`config.mk`:
```
export PLATFORM = sky130hd
export DESIGN_NAME = dma_top
export DESIGN_NICKNAME = d
export VERILOG_FILES = /design/src/design/dma_reg_pkg.sv /design/src/design/dma_xfer_pkg.sv /design/src/design/dma_regs.sv /design/src/design/dma_mem_port.sv /design/src/design/dma_dev_port.sv /design/src/design/dma_sequencer.sv /design/src/design/dma_top.sv
export SDC_FILE = /design/constraint.sdc
export NUM_CORES = 1
export LEC_CHECK = 0
export BUFFER_PORTS_ARGS = -buffer_cell sky130_fd_sc_hd__buf_2
export CELL_PAD_IN_SITES_DETAIL_PLACEMENT = 0
export CELL_PAD_IN_SITES_GLOBAL_PLACEMENT = 1
export CORE_ASPECT_RATIO = 0.5
export CORE_MARGIN = 4
export CORE_UTILIZATION = 42
export CTS_CLUSTER_SIZE = 30
export DETAILED_ROUTE_END_ITERATION = 10
export GPL_TIMING_DRIVEN = 0
export HOLD_SLACK_MARGIN = 0.08
export PLACE_DENSITY = 0.82
export SYNTH_ARGS = -nofsm -noshare
export SYNTH_HDL_FRONTEND = slang
export SYNTH_SLANG_ARGS = --single-unit
```
`constraint.sdc`:
```
create_clock -name clk -period 3.82 [get_ports clk]
set_input_delay 0.191 -clock clk [delete_from_list [all_inputs] [get_ports clk]]
set_output_delay 0.191 -clock clk [all_outputs]
set_load 0.01 [all_outputs]
```
`src/design/dma_reg_pkg.sv`:
```
/* dma register map
   AXI4-Lite widths, response codes and control register fields */
package dma_reg_pkg;

	typedef logic [3:0]  axi_addr_t; // byte address within the window
	typedef logic [31:0] axi_data_t;
	typedef logic [1:0]  axi_resp_t;

	localparam axi_resp_t RESP_OKAY   = 2'b00;
	localparam axi_resp_t RESP_SLVERR = 2'b10;

	// register offsets
	localparam axi_addr_t REG_SADDR = 4'h0; // source word address
	localparam axi_addr_t REG_DADDR = 4'h4; // destination word address
	localparam axi_addr_t REG_LEN   = 4'h8; // words minus one
	localparam axi_addr_t REG_CTRL  = 4'hC; // launch on write, status on read

	// control register fields
	localparam int CTRL_ACT_BIT = 31; // read only
	localparam int CTRL_DIR_BIT = 7;  // 1 = RAM to device
	localparam int CTRL_DEV_MSB = 2;
	localparam int CTRL_DEV_LSB = 0;

endpackage

```
`src/design/dma_xfer_pkg.sv`:
```
/* dma transfer types
   data, address and length widths, device codes and sequencer states */
package dma_xfer_pkg;

	typedef logic [15:0] word_t;
	typedef logic [7:0]  byte_t;  // SD port width
	typedef logic [20:0] waddr_t; // DRAM word address
	typedef logic [7:0]  len_t;   // transfer moves len+1 words
	typedef logic [2:0]  dev_t;

	localparam dev_t DEV_RAM = 3'd1;
	localparam dev_t DEV_SD  = 3'd2;
	localparam dev_t DEV_IDE = 3'd3;

	typedef enum logic [1:0] {IDLE, RD, WR} seq_state_t;

	// memory owns both phases of a RAM copy, otherwise
	// the read phase for dir=1 and the write phase for dir=0
	function automatic logic mem_owns(dev_t dev, logic dir, seq_state_t st);
		return (dev == DEV_RAM) || (dir == (st == RD));
	endfunction

endpackage

```
`src/design/dma_regs.sv`:
```
/* dma register block
   AXI4-Lite slave for the setup registers, transfer launch and status */
`timescale 1ns/1ns
module dma_regs (
	input  logic                   clk,
	input  logic                   rst_n,
	input  dma_reg_pkg::axi_addr_t awaddr,
	input  logic                   awvalid,
	output logic                   awready,
	input  dma_reg_pkg::axi_data_t wdata,
	input  logic [3:0]             wstrb,
	input  logic                   wvalid,
	output logic                   wready,
	output dma_reg_pkg::axi_resp_t bresp,
	output logic                   bvalid,
	input  logic                   bready,
	input  dma_reg_pkg::axi_addr_t araddr,
	input  logic                   arvalid,
	output logic                   arready,
	output dma_reg_pkg::axi_data_t rdata,
	output dma_reg_pkg::axi_resp_t rresp,
	output logic                   rvalid,
	input  logic                   rready,
	input  logic                   active,
	output logic                   launch,
	output dma_xfer_pkg::waddr_t   saddr,
	output dma_xfer_pkg::waddr_t   daddr,
	output dma_xfer_pkg::len_t     len,
	output dma_xfer_pkg::dev_t     dev,
	output logic                   dir
);
	import dma_reg_pkg::*;
	import dma_xfer_pkg::*;

	logic      wr_hs;
	logic      wr_err;
	axi_data_t wr_mask;
	axi_data_t wr_val; // addressed register merged with strobed bytes
	dev_t      wr_dev;

	function automatic logic reg_hit(axi_addr_t a);
		return a inside {REG_SADDR, REG_DADDR, REG_LEN, REG_CTRL};
	endfunction

	function automatic axi_data_t reg_value(axi_addr_t a);
		axi_data_t v;
		v = '0;
		case (a)
			REG_SADDR: v = axi_data_t'(saddr);
			REG_DADDR: v = axi_data_t'(daddr);
			REG_LEN:   v = axi_data_t'(len);
			REG_CTRL:
			begin
				v[CTRL_ACT_BIT] = active;
				v[CTRL_DIR_BIT] = dir;
				v[CTRL_DEV_MSB:CTRL_DEV_LSB] = dev;
			end
			default:   v = '0;
		endcase
		return v;
	endfunction

	assign wr_hs = awready && awvalid && wvalid;

	always_comb
	begin
		for (int i = 0; i < 4; i++)
			wr_mask[8*i +: 8] = {8{wstrb[i]}};
		wr_val = (reg_value(awaddr) & ~wr_mask) | (wdata & wr_mask);
		wr_dev = wr_val[CTRL_DEV_MSB:CTRL_DEV_LSB];
		// setup is locked while a transfer runs
		wr_err = active || !reg_hit(awaddr) ||
			(awaddr == REG_CTRL && !(wr_dev inside {DEV_RAM, DEV_SD, DEV_IDE}));
	end

	assign launch = wr_hs && !wr_err && (awaddr == REG_CTRL);

	always_ff @(posedge clk)
	begin
		if (!rst_n)
		begin
			awready <= 1'b0;
			wready  <= 1'b0;
			bvalid  <= 1'b0;
			arready <= 1'b0;
			rvalid  <= 1'b0;
			dev     <= '0;
			dir     <= 1'b0;
		end
		else
		begin
			awready <= awvalid && wvalid && !awready && !bvalid; // one cycle pulse
			wready  <= awvalid && wvalid && !awready && !bvalid;
			if (wr_hs)
				bvalid <= 1'b1;
			else if (bready)
				bvalid <= 1'b0;
			arready <= arvalid && !arready && !rvalid;
			if (arready && arvalid)
				rvalid <= 1'b1;
			else if (rready)
				rvalid <= 1'b0;
			if (launch)
			begin
				dev <= wr_dev;
				dir <= wr_val[CTRL_DIR_BIT];
			end
		end
	end

	always_ff @(posedge clk)
	begin
		if (wr_hs)
			bresp <= wr_err ? RESP_SLVERR : RESP_OKAY;
		if (wr_hs && !wr_err)
		begin
			case (awaddr)
				REG_SADDR: saddr <= waddr_t'(wr_val);
				REG_DADDR: daddr <= waddr_t'(wr_val);
				REG_LEN:   len   <= len_t'(wr_val);
				default:   ; // CTRL handled with launch
			endcase
		end
		if (arready && arvalid)
		begin
			rdata <= reg_value(araddr);
			rresp <= reg_hit(araddr) ? RESP_OKAY : RESP_SLVERR;
		end
	end

	// launch only from idle, and the sequencer picks it up
	assert property (@(posedge clk) disable iff (!rst_n) launch |=> $rose(active))
		else $error("launch while active or not taken by the sequencer");
	assert property (@(posedge clk) disable iff (!rst_n)
		bvalid && !bready |=> bvalid && $stable(bresp))
		else $error("write response changed before bready");

endmodule

```
`src/design/dma_mem_port.sv`:
```
/* dma DRAM port
   issues DRAM requests and steps the source and destination counters */
`timescale 1ns/1ns
module dma_mem_port (
	input  logic                     clk,
	input  logic                     rst_n,
	input  logic                     launch,
	input  dma_xfer_pkg::waddr_t     saddr,
	input  dma_xfer_pkg::waddr_t     daddr,
	input  dma_xfer_pkg::dev_t       dev,
	input  logic                     dir,
	input  dma_xfer_pkg::seq_state_t state,
	output dma_xfer_pkg::waddr_t     dram_addr,
	output dma_xfer_pkg::word_t      dram_wrdata,
	output logic                     dram_req,
	output logic                     dram_rnw,
	input  logic                     dram_next,
	input  dma_xfer_pkg::word_t      dram_rddata,
	input  logic                     dram_stb,
	input  dma_xfer_pkg::word_t      wr_word,
	output dma_xfer_pkg::word_t      rd_word,
	output logic                     rd_word_valid,
	output logic                     mem_phase_end
);
	import dma_xfer_pkg::*;

	waddr_t src;
	waddr_t dst;
	logic   own;
	logic   rd_pend; // read accepted, data not back yet
	logic   accept;

	assign own           = (state != IDLE) && mem_owns(dev, dir, state);
	assign dram_rnw      = (state == RD);
	assign dram_req      = own && !rd_pend;
	assign dram_addr     = dram_rnw ? src : dst;
	assign dram_wrdata   = wr_word;
	assign accept        = dram_req && dram_next;
	assign rd_word       = dram_rddata;
	assign rd_word_valid = rd_pend && dram_stb;
	assign mem_phase_end = rd_word_valid || (accept && !dram_rnw); // reads end at stb

	always_ff @(posedge clk)
	begin
		if (!rst_n)
			rd_pend <= 1'b0;
		else if (accept && dram_rnw)
			rd_pend <= 1'b1;
		else if (dram_stb)
			rd_pend <= 1'b0;
	end

	always_ff @(posedge clk)
	begin
		if (launch)
		begin
			src <= saddr;
			dst <= daddr;
		end
		else if (accept && dram_rnw)
			src <= src + 1'b1;
		else if (accept)
			dst <= dst + 1'b1;
	end

	assert property (@(posedge clk) disable iff (!rst_n)
		dram_req && !dram_next |=> dram_req && $stable(dram_addr))
		else $error("DRAM request changed before dram_next");

endmodule

```
`src/design/dma_dev_port.sv`:
```
/* dma device port
   routes requests to the SD or IDE port and holds the word in flight */
`timescale 1ns/1ns
module dma_dev_port (
	input  logic                     clk,
	input  logic                     rst_n,
	input  logic                     launch,
	input  dma_xfer_pkg::dev_t       dev,
	input  logic                     dir,
	input  dma_xfer_pkg::seq_state_t state,
	input  dma_xfer_pkg::byte_t      sd_rddata,
	output dma_xfer_pkg::byte_t      sd_wrdata,
	output logic                     sd_req,
	output logic                     sd_rnw,
	input  logic                     sd_stb,
	input  dma_xfer_pkg::word_t      ide_rddata,
	output dma_xfer_pkg::word_t      ide_wrdata,
	output logic                     ide_req,
	output logic                     ide_rnw,
	input  logic                     ide_stb,
	input  dma_xfer_pkg::word_t      rd_word,
	input  logic                     rd_word_valid,
	output dma_xfer_pkg::word_t      wr_word,
	output logic                     dev_phase_end
);
	import dma_xfer_pkg::*;

	word_t data;
	logic  bsel; // 0 = low byte, 1 = high byte
	logic  own;
	logic  rnw;
	logic  sd_hit;
	logic  ide_hit;

	assign own        = (state != IDLE) && !mem_owns(dev, dir, state);
	assign rnw        = (state == RD);
	assign sd_req     = own && (dev == DEV_SD);
	assign ide_req    = own && (dev == DEV_IDE);
	assign sd_rnw     = rnw;
	assign ide_rnw    = rnw;
	assign sd_wrdata  = bsel ? data[15:8] : data[7:0];
	assign ide_wrdata = data;
	assign wr_word    = data;

	assign sd_hit        = sd_req && sd_stb;
	assign ide_hit       = ide_req && ide_stb;
	assign dev_phase_end = (sd_hit && bsel) || ide_hit; // SD ends on second byte

	always_ff @(posedge clk)
	begin
		if (!rst_n)
			bsel <= 1'b0;
		else if (launch)
			bsel <= 1'b0;
		else if (sd_hit)
			bsel <= ~bsel;
	end

	always_ff @(posedge clk)
	begin
		if (rd_word_valid)
			data <= rd_word; // from DRAM
		else if (sd_hit && rnw)
		begin
			if (bsel)
				data[15:8] <= sd_rddata;
			else
				data[7:0] <= sd_rddata;
		end
		else if (ide_hit && rnw)
			data <= ide_rddata;
	end

	assert property (@(posedge clk) disable iff (!rst_n) !(sd_req && ide_req))
		else $error("SD and IDE requested together");
	assert property (@(posedge clk) disable iff (!rst_n)
		sd_req && !sd_stb |=> sd_req && $stable(bsel))
		else $error("SD request or byte select moved without a strobe");

endmodule

```
`src/design/dma_sequencer.sv`:
```
/* dma sequencer
   alternates read and write phases and counts words to the done pulse */
`timescale 1ns/1ns
module dma_sequencer (
	input  logic                     clk,
	input  logic                     rst_n,
	input  logic                     launch,
	input  dma_xfer_pkg::len_t       len,
	input  dma_xfer_pkg::dev_t       dev,
	input  logic                     dir,
	input  logic                     mem_phase_end,
	input  logic                     dev_phase_end,
	output dma_xfer_pkg::seq_state_t state,
	output logic                     active,
	output logic                     dma_done
);
	import dma_xfer_pkg::*;

	len_t left; // words remaining after the current one
	logic phase_end;
	logic last;

	assign phase_end = mem_owns(dev, dir, state) ? mem_phase_end : dev_phase_end;
	assign last      = (state == WR) && phase_end && (left == '0);

	always_ff @(posedge clk)
	begin
		if (!rst_n)
		begin
			state    <= IDLE;
			active   <= 1'b0;
			dma_done <= 1'b0;
		end
		else
		begin
			dma_done <= last;
			case (state)
				IDLE:
					if (launch)
					begin
						state  <= RD;
						active <= 1'b1;
					end
				RD:
					if (phase_end)
						state <= WR;
				WR:
					if (last)
					begin
						state  <= IDLE;
						active <= 1'b0;
					end
					else if (phase_end)
						state <= RD; // next word
				default:
				begin
					state  <= IDLE;
					active <= 1'b0;
				end
			endcase
		end
	end

	always_ff @(posedge clk)
	begin
		if (launch)
			left <= len;
		else if ((state == WR) && phase_end)
			left <= left - 1'b1;
	end

	assert property (@(posedge clk) disable iff (!rst_n) (state == IDLE) == !active)
		else $error("active flag out of step with sequencer state");

endmodule

```
`src/design/dma_top.sv`:
```
/* dma controller top
   register block, DRAM port, device port and sequencer */
`timescale 1ns/1ns
module dma_top (
	input  logic                   clk,
	input  logic                   rst_n,
	input  dma_reg_pkg::axi_addr_t awaddr,
	input  logic                   awvalid,
	output logic                   awready,
	input  dma_reg_pkg::axi_data_t wdata,
	input  logic [3:0]             wstrb,
	input  logic                   wvalid,
	output logic                   wready,
	output dma_reg_pkg::axi_resp_t bresp,
	output logic                   bvalid,
	input  logic                   bready,
	input  dma_reg_pkg::axi_addr_t araddr,
	input  logic                   arvalid,
	output logic                   arready,
	output dma_reg_pkg::axi_data_t rdata,
	output dma_reg_pkg::axi_resp_t rresp,
	output logic                   rvalid,
	input  logic                   rready,
	output dma_xfer_pkg::waddr_t   dram_addr,
	output dma_xfer_pkg::word_t    dram_wrdata,
	output logic                   dram_req,
	output logic                   dram_rnw,
	input  logic                   dram_next,
	input  dma_xfer_pkg::word_t    dram_rddata,
	input  logic                   dram_stb,
	input  dma_xfer_pkg::byte_t    sd_rddata,
	output dma_xfer_pkg::byte_t    sd_wrdata,
	output logic                   sd_req,
	output logic                   sd_rnw,
	input  logic                   sd_stb,
	input  dma_xfer_pkg::word_t    ide_rddata,
	output dma_xfer_pkg::word_t    ide_wrdata,
	output logic                   ide_req,
	output logic                   ide_rnw,
	input  logic                   ide_stb,
	output logic                   dma_done
);
	import dma_xfer_pkg::*;

	logic       launch;
	logic       active;
	waddr_t     saddr;
	waddr_t     daddr;
	len_t       len;
	dev_t       dev;
	logic       dir;
	seq_state_t state;
	word_t      rd_word;  // DRAM read data into the holding register
	logic       rd_word_valid;
	word_t      wr_word;  // holding register out to DRAM
	logic       mem_phase_end;
	logic       dev_phase_end;

	dma_regs      dma_regs_i      (.*);
	dma_mem_port  dma_mem_port_i  (.*);
	dma_dev_port  dma_dev_port_i  (.*);
	dma_sequencer dma_sequencer_i (.*);

endmodule

```
==> metrics list, run 1 <==
- F_max: between 0.3 and 0.4 GHz
- Minimum setup slack in the final design: 0.705 ns
- The worst-case IR drop observed on VDD is 0.000273 V.
* Deepest level of the CTS H-tree: 4
* Gate count after technology mapping: 738
- The die is just over 200 um wide.
* Input/output buffers: between 150 and 200
- Number of clock buffers inserted by TritonCTS: 17
- Routability congestion estimate from global placement: 0.918
- Die Area: between 0.02 and 0.025 mm2
* FF-to-FF Start: dma_regs_i.saddr[2]
- After the first detailed-routing iteration, the DRC count stood at between 400 and 500.
- Clock Tree Buf Depth: 2
- Most instantiated library cell after synthesis: sky130_fd_sc_hd__edfxtp_1
- Cts repair resizes: 0
* Clock tree from TritonCTS: yes
- Half-perimeter wire length after detailed placement: 17.5 mm
- Entering global routing, the biggest net connects 25 pins.
- The final layout contains routed wiring with a total length of between 20 and 25 mm.
- The design draws roughly 3.7 mW.
* GR Layer Usage met3: between 4 and 5%
* Area Overhead vs Synth: 26.0%
- CP Launch Type: flip-flop
* Relative contribution of the clock network to total power: 44.6%
* Classification of the worst setup path: flip-flop to flip-flop
* Clock sinks: about 150
* Detailed-route via count: roughly 6600
- The floorplan has 35 rows.
* Worst slack after detailed placement: between 0.4 and 0.5 ns
* Filler Cell Count: around 1700
- Synthesized cell area: 0.00808 mm2
- Worst reg2reg path depth: 7
- In the final design database the tool counted 1070 nets.
- Status: finished clean
* Power per cell area: 361 mW/mm2
- Sequential fraction of the synthesis area: roughly 55%
- Initial standard-cell utilization of the core: between 40 and 50%
- Clock transition at the registers of the reported paths: 0.07 ns
- In the routed design, unresolved DRC markers number 0.
- First-pass GRT wire length: ~36 mm
* Unique masters post-synth: 47
- Hold path startpoint: rready
- Fraction of power consumed by sequential logic: ~50%
- For the worst setup path, the data required time is 3.86 ns.
- Of all nets on the critical path, the largest fanout is 21.
- Combinational logic is responsible for 5.3% of the overall power.
- Synthesis inferred about 150 register bits.
- Final setup vio count: 0
- The max-slew violation count was 0.
- The count of nets left with antenna violations once routing finished came out at 0.
- Yosys printed 0 warnings.
- Net Sw Power: between 800 and 900 uW
- Of the post-synthesis cell area, the dominant cell type holds a little over half.
- Headroom to the max-slew limit: between 10 and 15%
- Async S/R FF share, synth: 0%
- In this run the register-to-register setup slack is 0.71 ns.
- The worst hold path terminates at dma_regs_i.rvalid.
- CTS placed an instance of sky130_fd_sc_hd__clkbuf_16 at the clock tree root.
* Detail-routed via count per cell: ~5.3
* Cell-internal power: approximately 2.8 mW
* Length of the first detailed-routing pass in iterations: 5
- IO Count: about 200
- Setup skew after layout: roughly 0.013 ns
* GRT met1 Usage: between 20% and 30%
* Area of the core: 0.0187 mm2
* Setup total negative slack: 0 ns
- For this run the aggregate overflow at the end of global routing stands at 0.
* Cells on Worst Hold Path: 4
- Net switching share of the total power: a little under a quarter
- The synthesized design contains 140 enable-type register cells.
- Of the cells placed in the final design, the portion with a size suffix greater than 1 is a little under 30%.
* Reg-to-Reg End: dma_mem_port_i.src[15]
- Antenna violations before repair: 0
- Global route hottest layer: met2
* Transition at the pin with the smallest max-transition slack: between 1 and 1.5 ns
* Final worst path period share: 81.5%
* Most numerous cell types in the synthesized netlist: sky130_fd_sc_hd__edfxtp_1, sky130_fd_sc_hd__nor2_1, sky130_fd_sc_hd__a21oi_1
- Max-cap violations in this run came to 0.
- The total count of hold-check failures in the final report was 0.
* Main area contributors after synthesis: sky130_fd_sc_hd__edfxtp_1, sky130_fd_sc_hd__a21oi_1, sky130_fd_sc_hd__nor2_1
- Hold is met by slightly above 0.1 ns.
- The worst setup path is captured at a flip-flop.
* Average instance area after synthesis: between 10 and 15 um2
* Mean routed wirelength per cell: 18.4 um
- Ant diodes: 0
- Global routing used between 20% and 30% of the available tracks across all layers.
- Most frequently used flop master after synthesis: sky130_fd_sc_hd__edfxtp_1
- The number of global-route vias before repair came to between 6000 and 7000.
- Lkg Pwr: 3.92 nW
- Data arrival time at the worst-slack endpoint: ~3.2 ns
- Top cell type by total area after synthesis: sky130_fd_sc_hd__edfxtp_1
- The path class of the tightest hold or removal check is input pin to flip-flop.
- Clock latency on the worst-skew pair: 0.43 ns
* Height of the die: between 100 and 150 um
- Global routing consumed, on the met2 layer, 34.6% of the routing resources.
- The clock period could shrink to slightly above 3 ns.
- Setup repair after global routing left no endpoint under its margin.
per-stage QoR:
step	instances	cell area [um2]	util, %
final	1244	10200	54.6
after CTS	1244	10200	54.6
after global placement	1185	9330	50.0
after detailed placement	1188	9380	50.3
after global routing	1244	10200	54.6
after floorplan	749	8120	-
power groups by stage:
stage	sequential, mW	clock [mW]	combinational (mW)
after floorplan	1.88	0	0.0884
after global placement	1.88	0	0.170
after detailed placement	1.88	0	0.174
after CTS	1.84	1.66	0.193
after global routing	1.84	1.75	0.216
final	1.84	1.64	0.196
cell families after synthesis:
| group | synth area share, % |
|---|---|
| other cells | 0.0464 |
| compound gates | 12.1 |
| flops | 55.5 |
| buf+inv | 6.33 |
| simple gates | 13.2 |
| xor+xnor | 4.88 |
| fa+ha+maj | 0.465 |
| mux | 7.54 |
sequential cells by signal (all words and copies together) (netlist names):
register                   count
dma_mem_port_i.src            21
dma_regs_i.awready             1
dma_regs_i.saddr              21
dma_regs_i.rresp               1
dma_regs_i.dir                 1
dma_regs_i.rvalid              1
dma_mem_port_i.rd_pend         1
dma_sequencer_i.state          2
dma_sequencer_i.active         1
dma_regs_i.rdata              22
dma_regs_i.daddr              21
dma_regs_i.len                 8
dma_regs_i.dev                 3
dma_sequencer_i.dma_done       1
dma_dev_port_i.bsel            1
dma_regs_i.bresp               1
dma_dev_port_i.ide_wrdata     16
dma_mem_port_i.dst            21
dma_regs_i.bvalid              1
dma_sequencer_i.left           8
dma_regs_i.arready             1
worst max-delay path, cell delays in order, from the launching register on:
cell and delay, ns:
sky130_fd_sc_hd__edfxtp_1 0.44, sky130_fd_sc_hd__mux4_2 0.47, sky130_fd_sc_hd__a22o_1 0.28, sky130_fd_sc_hd__a2111o_1 0.33
sky130_fd_sc_hd__buf_6 0.16, sky130_fd_sc_hd__buf_6 0.16, sky130_fd_sc_hd__buf_6 0.16, sky130_fd_sc_hd__nand2_1 0.71
metal layers:
layer	routed length [um]	part of all wire (%)
met4	393	1.7
met1	10300	45
met2	10700	47
met3	1440	6.3
met5	0	0
timing repair:
| item | 4_1_cts | 5_1_grt |
|---|---|---|
| hold buffers | 24 | 0 |
| endpoints found under the hold margin | 23 | 0 |
| setup buffers | 0 | 0 |
| setup endpoints to repair | 0 | 0 |
cell type report:
cell class	count	area [um2]	share of cell area [%]
buffer	68	429	4.22
clock buffer	17	425	4.18
clock inverter	15	139	1.36
inverter	22	82.6	0.811
multi-input combinational	505	3140	30.8
sequential	154	4480	44.1
tap	259	324	3.18
timing repair buffer	204	1160	11.4
cell usage in the layout (no fill, tap or decap), types with 14 or more instances in the layout:
cell type	Yosys	final
sky130_fd_sc_hd__buf_2	3	180
sky130_fd_sc_hd__clkbuf_1	20	20
sky130_fd_sc_hd__xnor2_1	32	32
sky130_fd_sc_hd__a21oi_1	74	74
sky130_fd_sc_hd__a22o_1	19	19
sky130_fd_sc_hd__buf_4	31	32
sky130_fd_sc_hd__mux2_2	27	27
sky130_fd_sc_hd__inv_1	22	22
sky130_fd_sc_hd__nand2_1	60	60
sky130_fd_sc_hd__clkbuf_16	0	17
sky130_fd_sc_hd__a22oi_1	17	17
sky130_fd_sc_hd__dfxtp_1	14	14
sky130_fd_sc_hd__edfxtp_1	140	140
sky130_fd_sc_hd__o21ai_0	46	45
sky130_fd_sc_hd__dlygate4sd3_1	0	24
sky130_fd_sc_hd__nand3_1	18	18
sky130_fd_sc_hd__nor2_1	88	88
worst max-delay path by stage:
stage	slack (ns)	endpoint	from
3_3_place_gp	-0.35	dma_mem_port_i.dst[12]	dma_sequencer_i.state[0]
5_1_grt	0.60	dma_mem_port_i.src[12]	dma_regs_i.saddr[1]
3_5_place_dp	0.46	dma_regs_i.daddr[15]	awaddr[2]
6_report	0.71	dma_mem_port_i.src[15]	dma_regs_i.saddr[2]
4_1_cts	0.72	dma_mem_port_i.src[16]	dma_regs_i.saddr[2]
2_1_floorplan	0.40	dma_mem_port_i.dst[0]	dma_regs_i.dev[0]
(Power assumes the default switching activity.)
==> inputs of run 2 (changes only) <==
==> constraint.sdc (replaced) <==
create_clock -name clk -period 3 [get_ports clk]
set_input_delay 0.15 -clock clk [delete_from_list [all_inputs] [get_ports clk]]
set_output_delay 0.15 -clock clk [all_outputs]
set_load 0.01 [all_outputs]
==> metrics list, run 2 (synthesis gave the netlist of run 1 again) <==
- The run finished with clean final reports.
- Total number of placement rows: 35
- CP Launch Type: flip-flop
- Minimum setup slack in the final design: 0.203 ns
- STA puts the critical path data required time at ~3.0 ns.
- The worst-case IR drop observed on VDD is around 0.00037 V.
- Setup total negative slack: 0 ns
- Most common library cell in the layout ignoring fill and taps: sky130_fd_sc_hd__buf_2
* Clock transition at the registers of the reported paths: 0.07 ns
- Clock sinks: between 150 and 200
- Setup violations remaining at the end of the flow were counted as 0.
- Fraction of power consumed by sequential logic: approximately half
* Filler Cell Count: about 1700
- Summing all placed instances gives a cell area of between 0.009 and 0.01 mm2.
- Routability congestion estimate from global placement: 0.888
- The initial utilization of the core area, before any placement, comes to 43.3%.
- Cells with a size suffix above 1 make up between 20% and 30% of the layout.
- For this design the total switching power over the nets is ~1.0 mW.
- In the final layout, flip-flops and latches occupy about 0.0045 mm2.
* Post-route design area: between 0.01 and 0.015 mm2
* Launching instance or port of the critical path: dma_regs_i.saddr[2]
- Derived from the worst setup path, the maximum achievable clock frequency is roughly 0.36 GHz.
* Area of the core: about 0.019 mm2
- Net switching share of the total power: 22.5%
- Clock tree from TritonCTS: yes
* Cell-internal power: roughly 3.6 mW
- Filler-free cell count of the finished design: ~1300
* Height of the die: around 110 um
- Worst slack after detailed placement: -0.383 ns
* WHS: slightly below 0.1 ns
* Clk Tree Root Cell: sky130_fd_sc_hd__clkbuf_16
* First-pass GRT wire length: ~36 mm
- The max-slew violation count is 0.
- Antenna violations before repair: 0
- The path class of the tightest hold or removal check is input pin to flip-flop.
- Mean routed wirelength per cell: approximately 18 um
- The final critical path takes up a little over 90% of the cycle.
- Headroom to the max-slew limit: between 10% and 20%
* Input/output buffers: 177
- In this run the static leakage power is 3.93 nW.
- Area Overhead vs Synth: 26.8%
- Of all nets on the critical path, the largest fanout is 10.
- The clock passes through at most 2 buffers.
- On the final layout, the worst clock skew is 0.0159 ns.
- Power per cell area: between 400 and 500 mW/mm2
* Critical Path End Type: flip-flop
- After detailed routing, the number of vias per cell comes to approximately 5.2.
- Number of global-route vias before repair: ~6600
- Total global routing overflow: 0
- The H-tree was split into 4 levels.
* Global router's overall resource usage: a little over a fifth
* IO Count: 204
* Transition at the pin with the smallest max-transition slack: 1.24 ns
* Maximum Capacitance Violations: 0
* Commonest cells after routing, fill and taps aside: sky130_fd_sc_hd__buf_2, sky130_fd_sc_hd__edfxtp_1, sky130_fd_sc_hd__nor2_1
- The critical path is of the flip-flop to flip-flop type.
- Combinational share of power: 5.5%
* Flip-flop count of the largest register, all copies and words added: 22
- The die is around 200 um wide.
- Detailed placement ended at an HPWL of between 15 and 20 mm.
- Before antenna repair, the detailed router went through 5 iterations.
- Setup slack on the worst reg-to-reg path comes out at between 0.2 and 0.25 ns.
- Initial DRC Count: around 430
- Cells fill 54.9% of the core in the end.
- Hold path startpoint: ide_rddata[3]
* Area used by multi-input combinational logic: roughly 0.0031 mm2
- Min cycle time layout: between 2 and 3 ns
* Final routed DRC violation total: 0
- Final total power: about 4.7 mW
* Unrepaired setup endpoints after global routing: no
- Ant diodes: 0
* Detailed-route via count: about 6500
- Data arrival time at the worst-slack endpoint: 2.83 ns
- Relative contribution of the clock network to total power: between 40% and 50%
- Final wirelength: 22.9 mm
- Maximum number of pins on one net before global-route repair: 25
* Die Area: between 0.02 and 0.025 mm2
- Clock latency on the worst-skew pair: ~0.43 ns
- Post-detailed-route count of antenna-violating nets: 0
- dma_regs_i.rdata holds more flip-flops than any other register.
* Hold Vio Cnt, Final: 0
- Net count reported at finish: between 1000 and 1500
- Number of clock buffers inserted by TritonCTS: 17
- The worst register-to-register path begins at dma_regs_i.saddr[2].
* Cell count after placement: approximately 1200
[run 2: worst paths after layout]
path | end | cells past startpoint
worst max register to register | dma_sequencer_i.left[0] | 7
worst min register to register | dma_regs_i.awready | 1
worst min-delay path | dma_dev_port_i.ide_wrdata[3] | 3
worst max-delay path | dma_sequencer_i.left[0] | 7
[run 2: timing repair]
action,CTS,global route
gates cloned,0,0
hold buffers,31,0
setup endpoints to repair,21,37
hold endpoints to repair,33,0
setup buffers,0,0
gates resized for setup,1,3
[run 2: routing by layer]
layer  GRT usage (%)  share of wire (%)
met1            28.7                 45
met2            34.8                 47
met3            4.42                6.2
met4            5.06                1.1
met5               0                  0
[run 2: worst max-delay path, stage by stage (launching register included)]
cell	delay, ns
sky130_fd_sc_hd__edfxtp_1	0.44
sky130_fd_sc_hd__mux4_2	0.47
sky130_fd_sc_hd__a22o_1	0.27
sky130_fd_sc_hd__a2111o_1	0.32
sky130_fd_sc_hd__buf_6	0.15
sky130_fd_sc_hd__buf_6	0.16
sky130_fd_sc_hd__buf_6	0.16
sky130_fd_sc_hd__o21ai_0	0.42
[run 2: area by class of cell]
class	count	area share (%)
multi-input combinational	505	30.6
tap	259	3.16
buffer	68	4.19
inverter	22	0.806
timing repair buffer	211	12.0
clock buffer	18	4.19
sequential	154	43.8
clock inverter	14	1.20
[run 2: power by group through the flow]
| stage | clock network, mW | logic [mW] | registers, mW |
|---|---|---|---|
| finish | 2.06 | 0.256 | 2.34 |
| global route | 2.18 | 0.282 | 2.34 |
| CTS | 2.09 | 0.253 | 2.34 |
| detailed placement | 0 | 0.221 | 2.39 |
| global placement | 0 | 0.217 | 2.39 |
| floorplan | 0 | 0.113 | 2.39 |
==> inputs of run 3 (changes only) <==
--- a/config.mk
+++ b/config.mk
@@ -10,12 +10,12 @@
 export CELL_PAD_IN_SITES_GLOBAL_PLACEMENT = 1
 export CORE_ASPECT_RATIO = 0.5
 export CORE_MARGIN = 4
-export CORE_UTILIZATION = 42
+export CORE_UTILIZATION = 25
 export CTS_CLUSTER_SIZE = 30
 export DETAILED_ROUTE_END_ITERATION = 10
 export GPL_TIMING_DRIVEN = 0
 export HOLD_SLACK_MARGIN = 0.08
-export PLACE_DENSITY = 0.82
+export PLACE_DENSITY = 0.54
 export SYNTH_ARGS = -nofsm -noshare
 export SYNTH_HDL_FRONTEND = slang
 export SYNTH_SLANG_ARGS = --single-unit
==> constraint.sdc (replaced) <==
create_clock -name clk -period 2.92 [get_ports clk]
set_input_delay 0.146 -clock clk [delete_from_list [all_inputs] [get_ports clk]]
set_output_delay 0.146 -clock clk [all_outputs]
set_load 0.01 [all_outputs]
==> metrics list, run 3 (synthesis gave the netlist of run 1 again) <==
- The first detailed-routing pass ran for 5 iterations.
- Post-route design area: 0.0106 mm2
* Clk Tree Root Cell: sky130_fd_sc_hd__clkbuf_16
- Mean routed wirelength per cell: approximately 18 um
* Classification of the worst setup path: flip-flop to flip-flop
* Clock transition at the registers of the reported paths: about 0.070 ns
* Post-detailed-route count of antenna-violating nets: 0
* First-pass GRT wire length: roughly 39 mm
* Input/output buffers: about 180
* Min-Delay Endpoint: dma_regs_i.saddr[18]
- Cell-internal power: a little under 4 mW
- Minimum setup slack in the final design: 0.106 ns
- Global router's overall resource usage: 14.2%
- Clock tree from TritonCTS: yes
* Path type of the worst min-delay path: input pin to flip-flop
- Status: finished clean
- Power per cell area: ~470 mW/mm2
* Net Sw Power: 1.07 mW
* Initial DRC Count: between 300 and 400
- Counting the buffers created by CTS gives 17.
* Worst slack after detailed placement: -0.385 ns
* Reg-to-Reg End: dma_sequencer_i.left[1]
- The initial utilization of the core area, before any placement, comes to between 20% and 30%.
* Unrepaired setup endpoints after global routing: no
* Final cell utilization of the core: 33.4%
- Die X-Extent: 262 um
* Total number of placement rows: 46
- Final routed DRC violation total: 0
- Of all nets on the critical path, the largest fanout is 10.
- For this design the top-level I/O count stands at about 200.
- Along the worst hold path, the cell count comes to 3.
- Sequential cells account for ~50% of the total power.
- Antenna violations before repair: 2
- Ranked by flip-flop count, first place goes to dma_regs_i.rdata.
- Area of the core: between 0.03 and 0.04 mm2
* Lkg Pwr: approximately 4.0 nW
* Ant diodes: 0
- Clock sinks: ~150
* Net count reported at finish: 1090
- Critical path data required time: 2.98 ns
- Counting I/O delays and the setup requirement, the final critical path takes between 2 and 3 ns.
- In this run the cell area measured after placement is 0.00959 mm2.
- Final worst path period share: 96.4%
- Setup skew after layout: about 0.012 ns
- Detailed routing inserted a total of between 6000 and 7000 vias.
- Final total power: between 4 and 5 mW
- Number of pins exceeding their max-slew limit in the final report: 0
* Net switching share of the total power: between 20% and 30%
* Height of the die: 135 um
- Clock latency on the worst-skew pair: between 0.4 and 0.5 ns
- Die Area: approximately 0.035 mm2
- After legalization and detailed placement, the total HPWL measured 19.5 mm.
* Final wirelength: around 26 mm
- The worst register-to-register path has a depth of 7.
* Setup slack on the worst flop-to-flop path: 0.11 ns
- Filler Cell Count: about 3300
- FF-to-FF Start: dma_regs_i.len[2]
* Most common library cell in the layout ignoring fill and taps: sky130_fd_sc_hd__buf_2
* Data arrival time at the worst-slack endpoint: between 2 and 3 ns
- STA classifies the critical path startpoint as a flip-flop.
* Hold path startpoint: wdata[18]
- Leaving out fill and tap cells, the most frequent cells in the layout are sky130_fd_sc_hd__buf_2, sky130_fd_sc_hd__edfxtp_1, sky130_fd_sc_hd__nor2_1.
- Flip-flop count of the largest register, all copies and words added: 22
- Fraction of layout cells with a size suffix above 1: ~29%
- No sink is reached through more buffers than the 2 on the longest clock path.
* Relative contribution of the clock network to total power: 45.6%
* Transition at the pin with the smallest max-transition slack: approximately 1.2 ns
- Dividing the detail-routed via count by the number of cells gives about 4.5.
- Final setup vio count: 0
* Critical Path End Type: flip-flop
- The tool flagged a number of max-cap violations equal to 0.
* Routability congestion estimate from global placement: slightly above 0.8
- The H-tree was split into 4 levels.
- Area Overhead vs Synth: 31.4%
- For this run the aggregate overflow at the end of global routing stands at 0.
* Number of global-route vias before repair: between 6000 and 7000
- Headroom to the max-slew limit: ~22%
* Combinational share of power: ~5.7%
* F_max: ~0.36 GHz
- The total count of hold-check failures in the final report came to 0.
* Maximum number of pins on one net before global-route repair: 25
- Peak supply drop: 0.000313 V
[run 3: changes by cell type in the layout (fill, tap and decap cells not counted), sizes merged]
cell         before  now
inv              24   23
clkinvlp          6    4
bufinv            1    3
clkinv            5    6
dlygate4sd3      31   44
clkbuf           39   38
[run 3: cell type report]
type	count	area, um2	area share (%)
inverters	22	82.6	0.777
repair buffers	224	1360	12.8
multi-input cells	505	3150	29.6
plain buffers	68	429	4.04
flip-flops and latches	154	4480	42.2
clock buffers	17	425	4.00
clock inverters	14	155	1.46
well taps	432	541	5.09
[run 3: worst max-delay path, stage by stage (launching register included)]
cell and delay [ns]:
sky130_fd_sc_hd__edfxtp_1 0.45, sky130_fd_sc_hd__mux4_2 0.48, sky130_fd_sc_hd__a22o_1 0.26, sky130_fd_sc_hd__a2111o_1 0.31, sky130_fd_sc_hd__buf_6 0.16, sky130_fd_sc_hd__buf_6 0.17
sky130_fd_sc_hd__buf_6 0.16, sky130_fd_sc_hd__o21ai_1 0.44
[run 3: worst max path at each step]
stage          slack (ns)                      from                      endpoint
2_1_floorplan        0.06         dma_regs_i.dev[0]         dma_mem_port_i.dst[0]
3_3_place_gp        -1.18    dma_sequencer_i.active          dma_regs_i.saddr[11]
3_5_place_dp        -0.38                 awaddr[2]          dma_regs_i.daddr[14]
4_1_cts              0.08         dma_regs_i.len[2]       dma_sequencer_i.left[4]
5_1_grt             0.003  dma_sequencer_i.state[0]  dma_dev_port_i.ide_wrdata[5]
6_report             0.11         dma_regs_i.len[2]       dma_sequencer_i.left[1]
[run 3: power by group through the flow]
stage               sequential (mW)  clock, mW  combinational [mW]
finish                         2.41       2.26               0.281
global route                   2.41       2.41               0.307
CTS                            2.41       2.32               0.281
detailed placement             2.46          0               0.235
global placement               2.45          0               0.233
floorplan                      2.46          0               0.116
[run 3: per-layer routing]
metal	vias to the layer above	part of all wire [%]	routed length (um)	GRT usage (%)
li1	3151	-	-	-
met1	3212	44	11400	17.8
met2	130	50	12900	24.7
met3	25	4.0	1020	3.14
met4	4	1.7	450	4.62
met5	-	0.081	21	0
[run 3: per-stage QoR]
stage	std cells	hold WS, ns	TNS [ns]
4_1_cts	1436	0.0821	0
6_report	1436	0.0957	0
2_1_floorplan	749	0.264	0
3_3_place_gp	1358	0.384	-53.37
3_5_place_dp	1361	0.388	-17.79
5_1_grt	1436	0.0993	0
[run 3: repair_timing]
item | in CTS | in global routing
gates resized for setup | 4 | 2
pin swaps | 0 | 0
hold buffers | 44 | 0
endpoints found under the hold margin | 54 | 0
buffers inserted | 0 | 0
endpoints found under the setup margin | 45 | 24
cloned | 0 | 0
